===== src/hdl/bootldr.hex =====
// boot ROM image, one 32-bit word per line in hex, word 0 first.
00000093
00000113
100001b7
00018193
30000237
04800293
00522023
06900293
00522023
0001a303
00130313
0061a023
00418193
fe0008e3
00000013
0000006f


===== src/hdl/soc_pkg.sv =====
package soc_pkg;

    typedef logic [31:0] axi_addr_t;
    typedef logic [31:0] axi_data_t;
    typedef logic [3:0]  axi_strb_t;
    typedef logic [1:0]  axi_resp_t;
    typedef logic [12:0] word_addr_t;                 // covers the 32 KiB RAM.

    typedef enum logic [1:0] {
        REGION_ROM,
        REGION_RAM,
        REGION_PERIPH,
        REGION_NONE
    } region_t;

    localparam logic [3:0] ROM_BASE    = 4'h0;
    localparam logic [3:0] RAM_BASE    = 4'h1;
    localparam logic [3:0] PERIPH_BASE = 4'h3;        // 0x2 is left unmapped.

    localparam axi_resp_t RESP_OKAY   = 2'b00;
    localparam axi_resp_t RESP_SLVERR = 2'b10;
    localparam axi_resp_t RESP_DECERR = 2'b11;

    localparam int    RAM_WORDS = 8192;
    localparam int    ROM_WORDS = 16;
    localparam string ROM_FILE  = "/design/src/hdl/bootldr.hex";

    localparam int UART_CLKS_PER_BIT = 8;             // short bit time for simulation.
    typedef logic [$clog2(UART_CLKS_PER_BIT)-1:0] uart_cnt_t;
    localparam uart_cnt_t UART_BIT_LAST  = uart_cnt_t'(UART_CLKS_PER_BIT - 1);
    localparam uart_cnt_t UART_HALF_LAST = uart_cnt_t'(UART_CLKS_PER_BIT / 2 - 1);

    localparam word_addr_t UART_TX_REG     = 13'd0;
    localparam word_addr_t UART_STATUS_REG = 13'd1;
    localparam word_addr_t UART_RX_REG     = 13'd2;

    typedef enum logic [1:0] {IDLE, START, DATA, STOP} uart_state_t;

endpackage


===== src/hdl/axil_decoder.sv =====
`timescale 1ns/1ns

module axil_decoder
    import soc_pkg::*;
(
    input  logic       clk,
    input  logic       rst_n,

    input  axi_addr_t  awaddr,
    input  logic       awvalid,
    output logic       awready,
    input  axi_data_t  wdata,
    input  axi_strb_t  wstrb,
    input  logic       wvalid,
    output logic       wready,
    output axi_resp_t  bresp,
    output logic       bvalid,
    input  logic       bready,
    input  axi_addr_t  araddr,
    input  logic       arvalid,
    output logic       arready,
    output axi_data_t  rdata,
    output axi_resp_t  rresp,
    output logic       rvalid,
    input  logic       rready,

    output word_addr_t word_addr,
    output axi_data_t  wdata_s,
    output axi_strb_t  wstrb_s,
    output logic       ram_wr,
    output logic       ram_rd,
    output logic       rom_rd,
    output logic       uart_wr,
    output logic       uart_rd,
    input  axi_data_t  ram_rdata,
    input  axi_data_t  rom_rdata,
    input  axi_data_t  uart_rdata
);
    region_t aw_region;
    region_t ar_region;
    region_t rd_region;
    logic    wr_hs;
    logic    ar_hs;
    logic    aw_go;
    logic    ar_go;
    logic    rd_wait;
    logic    rd_busy;

    function automatic region_t decode_region(input axi_addr_t addr);
        case (addr[31:28])
            ROM_BASE:    return REGION_ROM;
            RAM_BASE:    return REGION_RAM;
            PERIPH_BASE: return REGION_PERIPH;
            default:     return REGION_NONE;
        endcase
    endfunction

    assign aw_region = decode_region(awaddr);
    assign ar_region = decode_region(araddr);
    assign wr_hs     = awvalid && awready && wvalid && wready;
    assign ar_hs     = arvalid && arready;
    assign rd_busy   = rd_wait || rvalid;
    assign ar_go     = arvalid && !arready && !rd_busy;
    // a read accept wins the cycle so the two channels never share the strobe bus.
    assign aw_go     = awvalid && wvalid && !awready && !bvalid && !ar_go;

    always_ff @(posedge clk) begin
        if (!rst_n) begin
            awready   <= 1'b0;
            wready    <= 1'b0;
            bvalid    <= 1'b0;
            bresp     <= RESP_OKAY;
            arready   <= 1'b0;
            rd_wait   <= 1'b0;
            rvalid    <= 1'b0;
            rresp     <= RESP_OKAY;
            rd_region <= REGION_NONE;
        end else begin
            awready <= aw_go;
            wready  <= aw_go;
            arready <= ar_go;
            rd_wait <= ar_hs;                                // slave strobe is out this cycle.
            if (wr_hs) begin
                bvalid <= 1'b1;
                case (aw_region)
                    REGION_NONE: bresp <= RESP_DECERR;
                    REGION_ROM:  bresp <= RESP_SLVERR;
                    default:     bresp <= RESP_OKAY;
                endcase
            end else if (bvalid && bready) begin
                bvalid <= 1'b0;
            end
            if (ar_hs) begin
                rd_region <= ar_region;
                rresp     <= (ar_region == REGION_NONE) ? RESP_DECERR : RESP_OKAY;
            end
            if (rd_wait) begin
                rvalid <= 1'b1;
            end else if (rvalid && rready) begin
                rvalid <= 1'b0;
            end
        end
    end

    always_ff @(posedge clk) begin
        if (!rst_n) begin
            ram_wr  <= 1'b0;
            uart_wr <= 1'b0;
            ram_rd  <= 1'b0;
            rom_rd  <= 1'b0;
            uart_rd <= 1'b0;
        end else begin
            ram_wr  <= wr_hs && (aw_region == REGION_RAM);
            uart_wr <= wr_hs && (aw_region == REGION_PERIPH);
            ram_rd  <= ar_hs && (ar_region == REGION_RAM);
            rom_rd  <= ar_hs && (ar_region == REGION_ROM);
            uart_rd <= ar_hs && (ar_region == REGION_PERIPH);
        end
    end

    always_ff @(posedge clk) begin
        if (wr_hs) begin
            word_addr <= awaddr[2 +: $bits(word_addr_t)];
            wdata_s   <= wdata;
            wstrb_s   <= wstrb;
        end else if (ar_hs) begin
            word_addr <= araddr[2 +: $bits(word_addr_t)];
        end
    end

    // slave data registers only move on their own read strobe, so this holds until rready.
    always_comb begin
        case (rd_region)
            REGION_ROM:    rdata = rom_rdata;
            REGION_RAM:    rdata = ram_rdata;
            REGION_PERIPH: rdata = uart_rdata;
            default:       rdata = '0;
        endcase
    end

    strobe_onehot: assert property (@(posedge clk) disable iff (!rst_n)
        $onehot0({ram_wr, ram_rd, rom_rd, uart_wr, uart_rd}));

    bvalid_hold: assert property (@(posedge clk) disable iff (!rst_n)
        bvalid && !bready |=> bvalid && $stable(bresp));

endmodule


===== config.mk =====
export PLATFORM = sky130hd
export DESIGN_NAME = axil_decoder
export DESIGN_NICKNAME = d
export VERILOG_FILES = /design/src/hdl/soc_pkg.sv /design/src/hdl/axil_decoder.sv
export SDC_FILE = /design/constraint.sdc
export NUM_CORES = 1
export LEC_CHECK = 0
export BUFFER_PORTS_ARGS = -buffer_cell sky130_fd_sc_hd__buf_2
export CORE_AREA = 3 3 116 118
export DETAILED_ROUTE_END_ITERATION = 16
export DIE_AREA = 0 0 119 121
export PLACE_DENSITY = 0.65
export SLEW_MARGIN = 20
export SYNTH_ARGS = -nofsm -noshare
export SYNTH_HDL_FRONTEND = slang
export SYNTH_SLANG_ARGS = --single-unit

===== constraint.sdc =====
create_clock -name clk -period 1.3 [get_ports clk]
set_input_delay 0.13 -clock clk [delete_from_list [all_inputs] [get_ports clk]]
set_output_delay 0.13 -clock clk [all_outputs]
set_load 0.01 [all_outputs]

### Word level (Yosys, flattened, before mapping)

Index checks and enable logic that the tools add are counted.

* bits in registers: 65
* input bits: 203
* output and inout port bits: 95
* logic and storage cells: 70

* equal/unequal tests: 12
* muxes and demuxes: 11
* reduce and logical (&&, ||, !) cells: 31

Operators by type and width (number)
* $pmux W32 S3: 1
* $mux W13: 2
* $logic_and A1 B1 Y1: 17
* $pmux W2 S3: 2
* $eq A2 B2 Y1 const B: 5
* $eq A4 B1 Y1 const B: 2
* $eq A4 B2 Y1 const B: 2
* $logic_not A4 Y1: 2
* $eq A2 B1 Y1 const B: 3
* $logic_not A2 Y1: 3
* $reduce_bool A2 Y1: 3
* $logic_not A1 Y1: 5
* $mux W1: 4
* $pmux W2 S2: 1
* $mux W2: 1
* $logic_or A1 B1 Y1: 1

### Logic depth before layout (Yosys ltp)

* depth in word-level cells: 5
* depth in mapped cells: 6
* depth with buffers taken out: 6

### Worst setup path before layout

Ideal clock, no wire load.

* kind: register to register
* start: register wready
* end: register wdata_s[0] (enable)
* setup time: 0.354 ns
* arrival: 1.098 ns
* data required time: 0.946 ns
* slack: -0.152 ns
* cell stages (with the launch flop): 4
* buffers on the path: 1
* clock period less this slack: 1.452 ns
* path through: dfxtp_1 -> nand3_2 -> inv_2 -> buf_4

* word-level cells in the longest chain between the ends: 3

Ends and longest elaborated chain
* start: declaration: line axil_decoder.sv:15 `output logic wready,`
* start signal: assignment: line axil_decoder.sv:80 `wready <= aw_go;`
* $logic_and A1 B1 Y1 (2 in series)
* $logic_and A1 B1 Y1 *: line axil_decoder.sv:60 `assign wr_hs = awvalid && awready && wvalid && wready;`
* net wr_hs: line axil_decoder.sv:42 `logic wr_hs;`
* end signal: assignment: line axil_decoder.sv:124 `wdata_s <= wdata;`
* end: declaration: line axil_decoder.sv:28 `output axi_data_t wdata_s,`

Mark *: on every way through the listed nets, which the timed path passes. The rest lies on a longest branch.
A chain may end at the register's enable or synchronous reset.

### Worst setup path after layout

* start: register rd_region[0]
* end: output rdata[12]

* word-level cells in the longest chain between the ends: 2
* elaborated cells between the ends (all ways): 4
* classes of those cells: 2 x eq/ne; 1 x mux; 1 x reduce/logical

Ends and longest elaborated chain
* start: declaration: line axil_decoder.sv:41 `region_t rd_region;`
* start signal: assignment: line axil_decoder.sv:94 `rd_region <= ar_region;`
* $eq A2 B2 Y1 (tied with other cells): line axil_decoder.sv:133 `case (rd_region)`
* $pmux W32 S3 *: line axil_decoder.sv:133
* end: declaration: line axil_decoder.sv:22 `output axi_data_t rdata,`

Mark *: on every way between the ends. The rest lies on a longest branch, timed or not.

==> reports/qor.txt <==
status -> complete, but fails checks
failing checks -> setup timing
final hold viol count -> 0
Synth Warn # -> 0
Cell Pwr Density -> 958 nW/um2
Clock Skews -> 7.10 ps
HP Class -> primary input to register
hold path endpoint -> wdata_s[11]
DIE HEIGHT -> 121 um
die area -> 14400 um2
Req. time, crit path -> 1170 ps
crit path max fanout -> 16
total global-route track usage -> 12.7%
leakage -> 0.00269 uW
reg2reg end -> word_addr[11]
total negative slack -> -5850 ps
Layout Utilization -> 41.5%
DRC -> 0
flops & latches, synth -> 64
Worst Path Arrival -> 1400 ps
buffers plus inverters on the worst setup path -> 2
Clock Tree Root -> clkbuf_16
Syn Inst Count -> 265
Peak VDD IR -> 456 uV
vias per cell -> 4.23
clock sink count -> 64
global-route wire length before repair -> 14.7 mm
CP Class -> register to primary output
final worst slack -> -226 ps
detailed placement HPWL -> 7.62 mm
post-route ant nets -> 0
average size of a mapped cell -> 11.1 um2
# fillers -> 1156
maximum clock path buffer count -> 2
initial antenna violation count -> 0
Hold Crit Depth -> 1
reg2reg path depth -> 2
worst path cell trace -> nor2b_4 > clkbuf_16 > nand2_1 > o21ai_0 > buf_2
total grt overflow -> 0
first-pass detailed-route iteration total -> 4
Top delay family on crit path -> flip-flops
Hold Startpoint -> wdata[11]
R2R Setup Slk -> 110 ps
Tcrit/Tclk final -> 117%
input/output buffers -> 267
final setup violation count -> 32
cell area after synthesis -> 2930 um2
total number of vias -> 3176
first-iteration detailed-routing DRC count -> 135
Yosys cell types -> 30
Layout area overhead -> 77.9%
vias in the first global route -> 3118
Slew headroom -> 70.6%
max cap viols -> 0
final antenna diode count -> 0
Seq/Total Area, Yosys -> 60.4%
largest net degree at the start of global routing -> 42
Least-Margin Pin Slew -> 435 ps
RSZ-0062 raised after global routing -> true
f_max -> 655 MHz
count of final max-slew check failures -> 0
initial cell density of the core -> 23.3%
GP Congestion -> 0.765
clk slew on worst S/H paths -> 50 ps
CTS tree -> done
commonest non-fill, non-tap cell in the layout -> buf_2
final wirelength -> 10.0 mm
die width -> 119 um
Worst R2R Start -> wready
core area -> 12600 um2
share of layout cells above drive strength 1 -> 53.0%
H-tree depth -> 3
# rows -> 41
Routed WL per cell -> 13.4 um
commonest cells after routing, fill and taps aside -> buf_2, nand2_1, edfxtp_1
Nets -> 780
I/O pin total -> 298
Final min period -> 1530 ps
Crit. End Element -> primary output
clk_lat worst skew -> 320 ps
slowest stage cell, crit path -> dfxtp_4
worst stage delay on the critical path -> 380 ps
syn nets -> 471
crit path launch type -> register
cts bufs inserted -> 9
per-layer routing:
metal / wire length, um / share of wire (%) / up-vias / GRT usage (%)
met5: 0 / 0 / - / 0
met4: 105 / 1.0 / 0 / 3.69
met3: 619 / 6.2 / 10 / 2.75
met2: 5360 / 53 / 164 / 23.7
met1: 3950 / 39 / 1461 / 14.5
li1: - / - / 1541 / -
worst max path at each step:
| stage | slack (ps) | from | cells after the start | to |
|---|---|---|---|---|
| after CTS | -230 | rd_region[0] | 4 | rdata[2] |
| after detailed placement | 90 | rd_region[0] | 4 | rdata[2] |
| final | -230 | rd_region[0] | 5 | rdata[12] |
| after global placement | 100 | rd_region[0] | 4 | rdata[2] |
| after floorplan | 0.3 | wready | 3 | word_addr[0] |
| after global routing | -280 | rd_region[0] | 4 | rdata[7] |
power by group:
group          switching, uW  internal [uW]
sequential              13.2           2240
combinational            225            346
clock                    831           1350
worst register-to-register path: cells and delay by family, from the launching register on:
| family | cells | cell delay [ps] |
|---|---|---|
| and+or+nand+nor | 2 | 490 |
| DFF | 1 | 360 |
cells by family (layout without fill, tap and decap cells):
group           after synthesis  after routing  synth area share, %
simple gates                103            103                 15.7
flops                        64             64                 60.4
compound gates               43             43                 7.46
mux                          32             32                 10.9
buf+inv                      20            334                 4.31
fa+ha+maj                     3              3                 1.28
repair_timing:
action                                  CTS  global route
cloned                                    1             2
hold buffers                             35             0
endpoints found under the setup margin   32            68
endpoints found under the hold margin    35             0
pin swaps                                 0             0
resized for setup                         6             3
setup buffers                             0             0
state kept, by name, indices dropped and copies added (netlist names), 2 cells and up:
name / count
wdata_s: 32
word_addr: 13
wstrb_s: 4
bresp: 2
rd_region: 2
area by class of cell:
type | instances | area [um2] | area share (%)
repair buffers | 313 | 1870 | 35.7
flip-flops and latches | 64 | 1780 | 34.0
multi-input cells | 181 | 1070 | 20.4
clock buffers | 12 | 246 | 4.72
well taps | 172 | 215 | 4.12
clock inverters | 4 | 28.8 | 0.551
inverters | 5 | 21.3 | 0.408
synthesized netlist by cell type:
cell | n | area, um2
nor2_1 | 7 | 26.3
o21ai_1 | 7 | 35.0
inv_2 | 1 | 3.75
nand4b_1 | 1 | 8.76
or2_1 | 1 | 6.26
ha_1 | 3 | 37.5
dfxtp_1 | 15 | 300
nor4b_1 | 1 | 8.76
nand2_1 | 78 | 293
nand4bb_2 | 1 | 16.3
inv_1 | 4 | 15.0
a21oi_2 | 1 | 8.76
nand3_1 | 1 | 5.00
buf_2 | 2 | 10.0
mux2i_1 | 32 | 320
and3_1 | 2 | 12.5
nand3_2 | 2 | 20.0
nor3_2 | 1 | 10.0
or2_2 | 2 | 12.5
clkbuf_1 | 3 | 11.3
nor3_1 | 2 | 10.0
nand2b_1 | 1 | 6.26
a21oi_1 | 8 | 40.0
or4_4 | 1 | 11.3
edfxtp_1 | 49 | 1470
o21ai_0 | 27 | 135
and2_1 | 1 | 6.26
nor2b_1 | 1 | 6.26
buf_4 | 7 | 52.6
buf_6 | 3 | 33.8
through the flow:
stage	cell area (um2)	hold slack, ps	total power (uW)	cells	worst slack [ps]
2_1_floorplan	2950	201	2440	265	0.263
3_3_place_gp	4480	307	2760	697	102
3_5_place_dp	4480	308	2770	697	87.8
4_1_cts	5160	5.15	5080	749	-233
5_1_grt	5220	3.28	5200	751	-284
6_report	5220	12.9	5000	751	-226
No activity file was read; power rests on OpenSTA's default activity.
