===== src/hdl/bootldr.hex =====
// boot ROM image, one 32-bit word per line in hex, word 0 first.
00000093
00000113
100001b7
00018193
30000237
04800293
00522023
06900293
00522023
0001a303
00130313
0061a023
00418193
fe0008e3
00000013
0000006f


===== src/hdl/soc_pkg.sv =====
package soc_pkg;

    typedef logic [31:0] axi_addr_t;
    typedef logic [31:0] axi_data_t;
    typedef logic [3:0]  axi_strb_t;
    typedef logic [1:0]  axi_resp_t;
    typedef logic [12:0] word_addr_t;                 // covers the 32 KiB RAM.

    typedef enum logic [1:0] {
        REGION_ROM,
        REGION_RAM,
        REGION_PERIPH,
        REGION_NONE
    } region_t;

    localparam logic [3:0] ROM_BASE    = 4'h0;
    localparam logic [3:0] RAM_BASE    = 4'h1;
    localparam logic [3:0] PERIPH_BASE = 4'h3;        // 0x2 is left unmapped.

    localparam axi_resp_t RESP_OKAY   = 2'b00;
    localparam axi_resp_t RESP_SLVERR = 2'b10;
    localparam axi_resp_t RESP_DECERR = 2'b11;

    localparam int    RAM_WORDS = 8192;
    localparam int    ROM_WORDS = 16;
    localparam string ROM_FILE  = "/design/src/hdl/bootldr.hex";

    localparam int UART_CLKS_PER_BIT = 8;             // short bit time for simulation.
    typedef logic [$clog2(UART_CLKS_PER_BIT)-1:0] uart_cnt_t;
    localparam uart_cnt_t UART_BIT_LAST  = uart_cnt_t'(UART_CLKS_PER_BIT - 1);
    localparam uart_cnt_t UART_HALF_LAST = uart_cnt_t'(UART_CLKS_PER_BIT / 2 - 1);

    localparam word_addr_t UART_TX_REG     = 13'd0;
    localparam word_addr_t UART_STATUS_REG = 13'd1;
    localparam word_addr_t UART_RX_REG     = 13'd2;

    typedef enum logic [1:0] {IDLE, START, DATA, STOP} uart_state_t;

endpackage


===== src/hdl/uart_periph.sv =====
`timescale 1ns/1ns

module uart_periph
    import soc_pkg::*;
(
    input  logic       clk,
    input  logic       rst_n,
    input  word_addr_t word_addr,
    input  axi_data_t  wdata,
    input  logic       wr,
    input  logic       rd,
    output axi_data_t  rdata,
    output logic       uart_tx,
    input  logic       uart_rx
);
    uart_state_t tx_state;
    uart_cnt_t   tx_clk_cnt;
    logic [2:0]  tx_bit_cnt;
    logic [7:0]  tx_shift;
    logic        tx_start;
    logic        tx_busy;
    logic        tx_bit_end;

    uart_state_t rx_state;
    uart_cnt_t   rx_clk_cnt;
    logic [2:0]  rx_bit_cnt;
    logic [7:0]  rx_shift;
    logic [7:0]  rx_data;
    logic        rx_valid;
    logic [1:0]  rx_sync;
    logic        rx_bit_end;

    assign tx_start   = wr && (word_addr == UART_TX_REG);
    assign tx_busy    = (tx_state != IDLE);
    assign tx_bit_end = (tx_clk_cnt == UART_BIT_LAST);
    assign rx_bit_end = (rx_clk_cnt == UART_BIT_LAST);
    assign uart_tx    = (tx_state == START) ? 1'b0 :
                        (tx_state == DATA)  ? tx_shift[0] : 1'b1;

    always_ff @(posedge clk) begin
        if (!rst_n) begin
            tx_state   <= IDLE;
            tx_clk_cnt <= '0;
            tx_bit_cnt <= '0;
        end else begin
            if (tx_state == IDLE || tx_bit_end) begin
                tx_clk_cnt <= '0;
            end else begin
                tx_clk_cnt <= tx_clk_cnt + 1'b1;
            end
            case (tx_state)
                IDLE:  if (tx_start) tx_state <= START;   // a write while busy is dropped.
                START: if (tx_bit_end) tx_state <= DATA;
                DATA: begin
                    if (tx_bit_end) begin
                        tx_bit_cnt <= tx_bit_cnt + 1'b1;
                        if (tx_bit_cnt == 3'd7) tx_state <= STOP;
                    end
                end
                STOP:  if (tx_bit_end) tx_state <= IDLE;
                default: tx_state <= IDLE;
            endcase
        end
    end

    always_ff @(posedge clk) begin
        if (tx_state == IDLE && tx_start) begin
            tx_shift <= wdata[7:0];
        end else if (tx_state == DATA && tx_bit_end) begin
            tx_shift <= tx_shift >> 1;                    // lsb goes out first.
        end
    end

    always_ff @(posedge clk) begin
        if (!rst_n) begin
            rx_sync    <= 2'b11;
            rx_state   <= IDLE;
            rx_clk_cnt <= '0;
            rx_bit_cnt <= '0;
            rx_valid   <= 1'b0;
        end else begin
            rx_sync <= {rx_sync[0], uart_rx};
            if (rd && word_addr == UART_RX_REG) rx_valid <= 1'b0;
            case (rx_state)
                IDLE: begin
                    rx_clk_cnt <= '0;
                    if (!rx_sync[1]) rx_state <= START;
                end
                START: begin
                    if (rx_clk_cnt == UART_HALF_LAST) begin   // mid start bit.
                        rx_clk_cnt <= '0;
                        rx_state   <= rx_sync[1] ? IDLE : DATA;
                    end else begin
                        rx_clk_cnt <= rx_clk_cnt + 1'b1;
                    end
                end
                DATA: begin
                    rx_clk_cnt <= rx_bit_end ? '0 : rx_clk_cnt + 1'b1;
                    if (rx_bit_end) begin
                        rx_bit_cnt <= rx_bit_cnt + 1'b1;
                        if (rx_bit_cnt == 3'd7) rx_state <= STOP;
                    end
                end
                STOP: begin
                    rx_clk_cnt <= rx_bit_end ? '0 : rx_clk_cnt + 1'b1;
                    if (rx_bit_end) begin
                        rx_state <= IDLE;
                        if (rx_sync[1]) rx_valid <= 1'b1;     // framing error drops the byte.
                    end
                end
                default: rx_state <= IDLE;
            endcase
        end
    end

    always_ff @(posedge clk) begin
        if (rx_state == DATA && rx_bit_end) begin
            rx_shift <= {rx_sync[1], rx_shift[7:1]};
        end
        if (rx_state == STOP && rx_bit_end && rx_sync[1]) begin
            rx_data <= rx_shift;
        end
    end

    always_ff @(posedge clk) begin
        if (rd) begin
            case (word_addr)
                UART_STATUS_REG: rdata <= {30'd0, rx_valid, tx_busy};
                UART_RX_REG:     rdata <= {24'd0, rx_data};
                default:         rdata <= '0;
            endcase
        end
    end

    tx_start_only: assert property (@(posedge clk) disable iff (!rst_n)
        $fell(uart_tx) && !$past(tx_busy) |-> $past(wr && word_addr == UART_TX_REG));

endmodule


===== config.mk =====
export PLATFORM = sky130hd
export DESIGN_NAME = uart_periph
export DESIGN_NICKNAME = d
export VERILOG_FILES = /design/src/hdl/soc_pkg.sv /design/src/hdl/uart_periph.sv
export SDC_FILE = /design/constraint.sdc
export NUM_CORES = 1
export LEC_CHECK = 0
export ABC_AREA = 1
export BUFFER_PORTS_ARGS = -buffer_cell sky130_fd_sc_hd__buf_2
export CAP_MARGIN = 20
export CELL_PAD_IN_SITES_DETAIL_PLACEMENT = 1
export CELL_PAD_IN_SITES_GLOBAL_PLACEMENT = 2
export CORE_ASPECT_RATIO = 0.9
export CORE_UTILIZATION = 27
export DETAILED_ROUTE_END_ITERATION = 10
export PLACE_DENSITY_LB_ADDON = 0.1
export SYNTH_ARGS = -nofsm -noshare
export SYNTH_HDL_FRONTEND = slang
export SYNTH_SLANG_ARGS = --single-unit

===== constraint.sdc =====
create_clock -name clk -period 1.45 [get_ports clk]
set_input_delay 0 -clock clk [delete_from_list [all_inputs] [get_ports clk]]
set_output_delay 0 -clock clk [all_outputs]
set_load 0.02 [all_outputs]

== After elaboration in Yosys (flattened, before gate mapping) ==
Index checks and enable logic that the tools add are counted.
Widths: inputs -> output; s select.

* Bits in registers: 75
* Logic and storage cells: 84
* Output and inout bits: 33
* Input bits: 50

* $add $sub $neg: 4
* Eq/ne operators: 23
* Bitwise logic cells: 1
* Mux-type cells: 25
* Reduce and logical (&&, ||, !) cells: 19

{| class="wikitable"
|+ Operator list
! kind !! number
|-
| $mux 2 || 11
|-
| $ne 2x2->1 const B || 10
|-
| $mux 8 || 2
|-
| $pmux 2 s4 || 2
|-
| $pmux 8 s2 || 1
|-
| $eq 13x1->1 const B || 1
|-
| $eq 13x2->1 const B || 1
|-
| $logic_not 13->1 || 1
|-
| $add 3x1->3 const B || 4
|-
| $eq 3x3->1 const B || 4
|-
| $reduce_and 5->1 || 2
|-
| $pmux 3 s3 || 1
|-
| $eq 2x2->1 const B || 4
|-
| $logic_and 1x1->1 || 7
|-
| $mux 1 || 6
|-
| $mux 3 || 2
|-
| $eq 2x1->1 const B || 2
|-
| $logic_not 2->1 || 2
|-
| $reduce_and 2->1 || 2
|-
| $reduce_bool 2->1 || 2
|-
| $reduce_or 2->1 || 2
|-
| $eq 3x2->1 const B || 1
|-
| $logic_or 1x1->1 || 1
|-
| $not 1->1 || 1
|}

== Longest topological paths before layout ==
* Word-level depth: 6
* Gate-level depth with buffers: 10
* Gate-level depth less buffers: 10

== Worst setup path before layout ==
Ideal clock, no wire load.

* Kind: flip-flop to flip-flop
* Start: reg rx_clk_cnt[0]
* End: reg rx_data[0], enable pin
* Setup time: 373 ps
* Slack: -90 ps
* Arrival time: 1166 ps
* Period minus slack after synthesis: 1540 ps
* Cell stages (with the launch flop): 5
* Buffers on the path: 0
* Data required time: 1077 ps
* Cell sequence: dfxtp_1 -> ha_1 -> ha_1 -> nand2_1 -> nor3_2

* Cells in the longest elaborated chain, start to end: 3

{| class="wikitable"
|+ RTL lines
! item !! RTL line !! RTL
|-
| from (decl) || uart_periph.sv:25 || <nowiki>uart_cnt_t rx_clk_cnt;</nowiki>
|-
| from (signal assigned) || uart_periph.sv:94 || <nowiki>rx_clk_cnt <= rx_clk_cnt + 1'b1;</nowiki>
|-
| from (signal assigned) || uart_periph.sv:98 || <nowiki>rx_clk_cnt <= rx_bit_end ? '0 : rx_clk_cnt + 1'b1;</nowiki>
|-
| from (signal assigned) || uart_periph.sv:105 || <nowiki>rx_clk_cnt <= rx_bit_end ? '0 : rx_clk_cnt + 1'b1;</nowiki>
|-
| $eq 3x3->1 || uart_periph.sv:36 || <nowiki>assign rx_bit_end = (rx_clk_cnt == UART_BIT_LAST);</nowiki>
|-
| $logic_and 1x1->1 (2 in a row) || uart_periph.sv:120 || <nowiki>if (rx_state == STOP && rx_bit_end && rx_sync[1]) begin</nowiki>
|-
| to (signal assigned) || uart_periph.sv:121 || <nowiki>rx_data <= rx_shift;</nowiki>
|-
| to (decl) || uart_periph.sv:28 || <nowiki>logic [7:0] rx_data;</nowiki>
|}

No other way between the ends.
A chain may end at the register's enable or synchronous reset.

== Final worst setup path ==
* Start: reg tx_state[1]
* End: out uart_tx

* Cells in the longest elaborated chain, start to end: 3
* Elaborated cells between the ends (all ways): 4
* Those cells by class: eq/ne: 2; mux: 2

{| class="wikitable"
|+ RTL lines
! item !! RTL line !! RTL
|-
| from (decl) || uart_periph.sv:16 || <nowiki>uart_state_t tx_state;</nowiki>
|-
| from (signal assigned) || uart_periph.sv:42 || <nowiki>tx_state <= IDLE;</nowiki>
|-
| from (signal assigned) || uart_periph.sv:52 || <nowiki>IDLE: if (tx_start) tx_state <= START;</nowiki>
|-
| from (signal assigned) || uart_periph.sv:53 || <nowiki>START: if (tx_bit_end) tx_state <= DATA;</nowiki>
|-
| $eq 2x2->1 || uart_periph.sv:38 || <nowiki>(tx_state == DATA) ? tx_shift[0] : 1'b1;</nowiki>
|-
| $mux 1 || uart_periph.sv:38 ||
|-
| $mux 1 (*) || uart_periph.sv:37 || <nowiki>assign uart_tx = (tx_state == START) ? 1'b0 :</nowiki>
|-
| to (decl) || uart_periph.sv:13 || <nowiki>output logic uart_tx,</nowiki>
|}

Every way passes the cells marked *; elsewhere a longest branch is shown, timed or not.

==> impl_metrics.ini <==
[status]
outcome = finished, final reports clean

[pwr]
vdd_drop_max_v = 0.0003649
p_seq_share_pct = 53.2
power_density_mw_per_mm2 = 995.9
leakagePower_uw = 0.001370
pwr-share-clk_pct = 29.5
totalPowerFinal_uw = 2983
combPwrFrac_pct = 17.3
p_int_uw = 2125
p_sw_uw = 858.6
switching_share_pct = 28.78

[timing]
finClkSkew_ns = 0.008882
hold_viol = 0
setup_slack_ns = 0.06096
fin_crit_sh_pct = 95.80
max_clock_freq_mhz = 719.9
drv_slew = 0
setup_viol = 0
grt_setup_unrepaired = no
final_period_minus_worst_setup_slack_ns = 1.389

[worst_setup_path]
critical_path_required_ns = 1.45
cp.arrival_ns = 1.39
rrSetupSlack_ns = 0.09
path_max_fanout = 3
crit_path_start_kind = flip-flop
path_class = flip-flop to primary output
crit_path_end_kind = primary output

[route]
totalWireLength_mm = 4.208
drt-initial-drc-count = 37
vias_per_cell = 3.817
drc = 0
vias = 1603
drt_first_pass_iters = 3
wire_per_inst_um = 10.02
drt.antenna.violating_nets = 0

[synth]
synth_edf_count = 32
synth_area_mm2 = 0.002387
yosysSeqAreaShare_pct = 56.18
synthCells = 238
ys_top_cells_by_area = edfxtp_1, dfxtp_1, buf_4, ha_1, nand2_1
synthArstFlopShare_pct = 0
synth_cell_types = 28
synth_area_per_cell_um2 = 10.03
synth.ff_latch_count = 51
yosysTopAreaCell = edfxtp_1
synth_most_common_cell = nand2_1
ys_warn_count = 0
yosysTopAreaCellShare_pct = 40.25
ys.flop_type = edfxtp_1
ys_top_cells_by_count = nand2_1, inv_1, edfxtp_1, nor2_1, buf_4

[floorplanning]
die_area_mm2 = 0.009222
dieHeight_um = 91.21
ios = 83
rows = 32
initial_core_util_pct = 27.86
die_w_um = 101.1
core_mm2 = 0.008568

[global_routing]
grt_usage_pct = 10.05
grt_pass1_wl_mm = 7.217
first_global_vias = 1587
antenna_found_initial = 0
grt_max_degree = 19
grt_overflow_total = 0

[min_path]
hold_class = input pin to flip-flop

[clocking]
cts_tree = done
clock_latency_ns = 0.31
h-tree-depth = 2
cts_max_path_buffers = 2
clkTransAtPathRegs_ns = 0.10
cts_made_buffers = 5
cts.sinks = 51
ctsRootBufferMaster = clkbuf_8

[place]
port_buffers = 34
gp_congestion = 0.7008
dp_hpwl_mm = 3.157
dp_slack_ns = -0.02606

[job]
maxCapViolCount = 0

[final_layout]
areaGrowthSynthToFinish_pct = 25.47
nets = 364
drive_gt1_share_pct = 26.25
num_antenna_cells = 0
finish.utilization_pct = 34.96
fill_cells = 1014
-- power groups by stage --
stage / Sequential (uW) / Combinational, uW / Clock, uW
CTS: 1590 / 511 / 927
floorplan: 1640 / 333 / 0
global route: 1590 / 580 / 986
global placement: 1620 / 484 / 0
finish: 1590 / 516 / 880
detailed placement: 1620 / 485 / 0
-- critical path: stages, from the launching register on --
cell and delay (ns):
dfxtp_1 0.32, buf_4 0.15, ha_4 0.16, inv_1 0.06, buf_4 0.11, nor2_1 0.03
nor2_1 0.10, buf_4 0.15
-- sequential cells by signal, indices dropped and copies added (netlist names), 2 cells and up, named ones only --
name	count
rdata	8
rx_clk_cnt	3
tx_clk_cnt	3
rx_shift	8
tx_shift	8
tx_bit_cnt	3
rx_bit_cnt	3
tx_state	2
rx_data	8
rx_sync	2
-- stage by stage --
stage	instances	cell area, um^2	hold slack [ns]	setup TNS (ns)
after global routing	420	2995	0.01709	0
final	420	2995	0.01375	0
after CTS	420	2957	0.006558	0
after floorplan	261	2485	0.1066	-0.02544
after global placement	402	2754	0.1865	-0.1360
after detailed placement	402	2754	0.1913	-0.4506
-- kinds of logic after synthesis --
kind of cell / count (synthesis) / synth area share (%)
XOR/XNOR: 1 / 0.3669
AO/OA/AOI/OAI: 18 / 3.826
AND/OR/NAND/NOR: 93 / 18.76
other: 1 / 0.1571
buffers and inverters: 60 / 13.36
adder cells (fa/ha/maj): 14 / 7.338
flip-flops: 51 / 56.18
-- path summary, 6_finish.rpt --
kind / from / end / cells past startpoint
setup / recovery: tx_state[1] / uart_tx / 7
setup reg to reg: tx_bit_cnt[0] / tx_state[0] / 9
hold reg to reg: rx_sync[0] / rx_sync[1] / 1
hold / removal: rst_n / tx_state[1] / 3
-- layout by cell type (no fill, tap or decap) --
cell / n
a21oi_1: 6
a31oi_1: 1
buf_12: 3
buf_2: 33
buf_4: 11
buf_6: 1
clkbuf_8: 5
clkinv_4: 2
conb_1: 24
dfxtp_1: 18
dfxtp_2: 1
dlygate4sd3_1: 9
edfxtp_1: 32
ha_1: 11
ha_2: 1
ha_4: 2
inv_1: 32
inv_2: 2
inv_4: 1
inv_8: 1
nand2_1: 39
nand2_2: 1
nand2_4: 1
nand3_1: 5
nand3_2: 1
nand3_4: 1
nand3b_1: 1
nand4_1: 1
nor2_1: 30
nor2_2: 2
nor2_4: 3
nor2_8: 1
nor3_1: 2
nor3_4: 1
nor4_2: 1
o21ai_0: 6
o21ai_1: 4
o21ai_2: 1
or2_2: 3
xor2_1: 1
-- cell type report --
cell class	instances	area, um^2	area share [%]
inverter	35	133.9	4.469
multi-input combinational	150	863.3	28.82
clock buffer	5	68.82	2.297
timing repair buffer	57	409.1	13.66
sequential	51	1343	44.82
clock inverter	3	28.78	0.9607
tap	119	148.9	4.971
-- metal layers --
| metal | GRT usage (%) | wire length [um] | vias up |
|---|---|---|---|
| met4 | 4.348 | 65 | 0 |
| met2 | 15.65 | 1803 | 43 |
| met5 | 0 | 0 | - |
| met3 | 2.694 | 233 | 7 |
| met1 | 12.99 | 2105 | 720 |
| li1 | - | - | 833 |
-- what timing repair did --
action	4_1_cts	5_1_grt
setup endpoints to repair	27	35
gates resized for setup	3	11
hold endpoints to repair	9	0
hold buffers	9	0
pin swaps	1	2
buffers inserted	1	0
(Power assumes the default switching activity.)
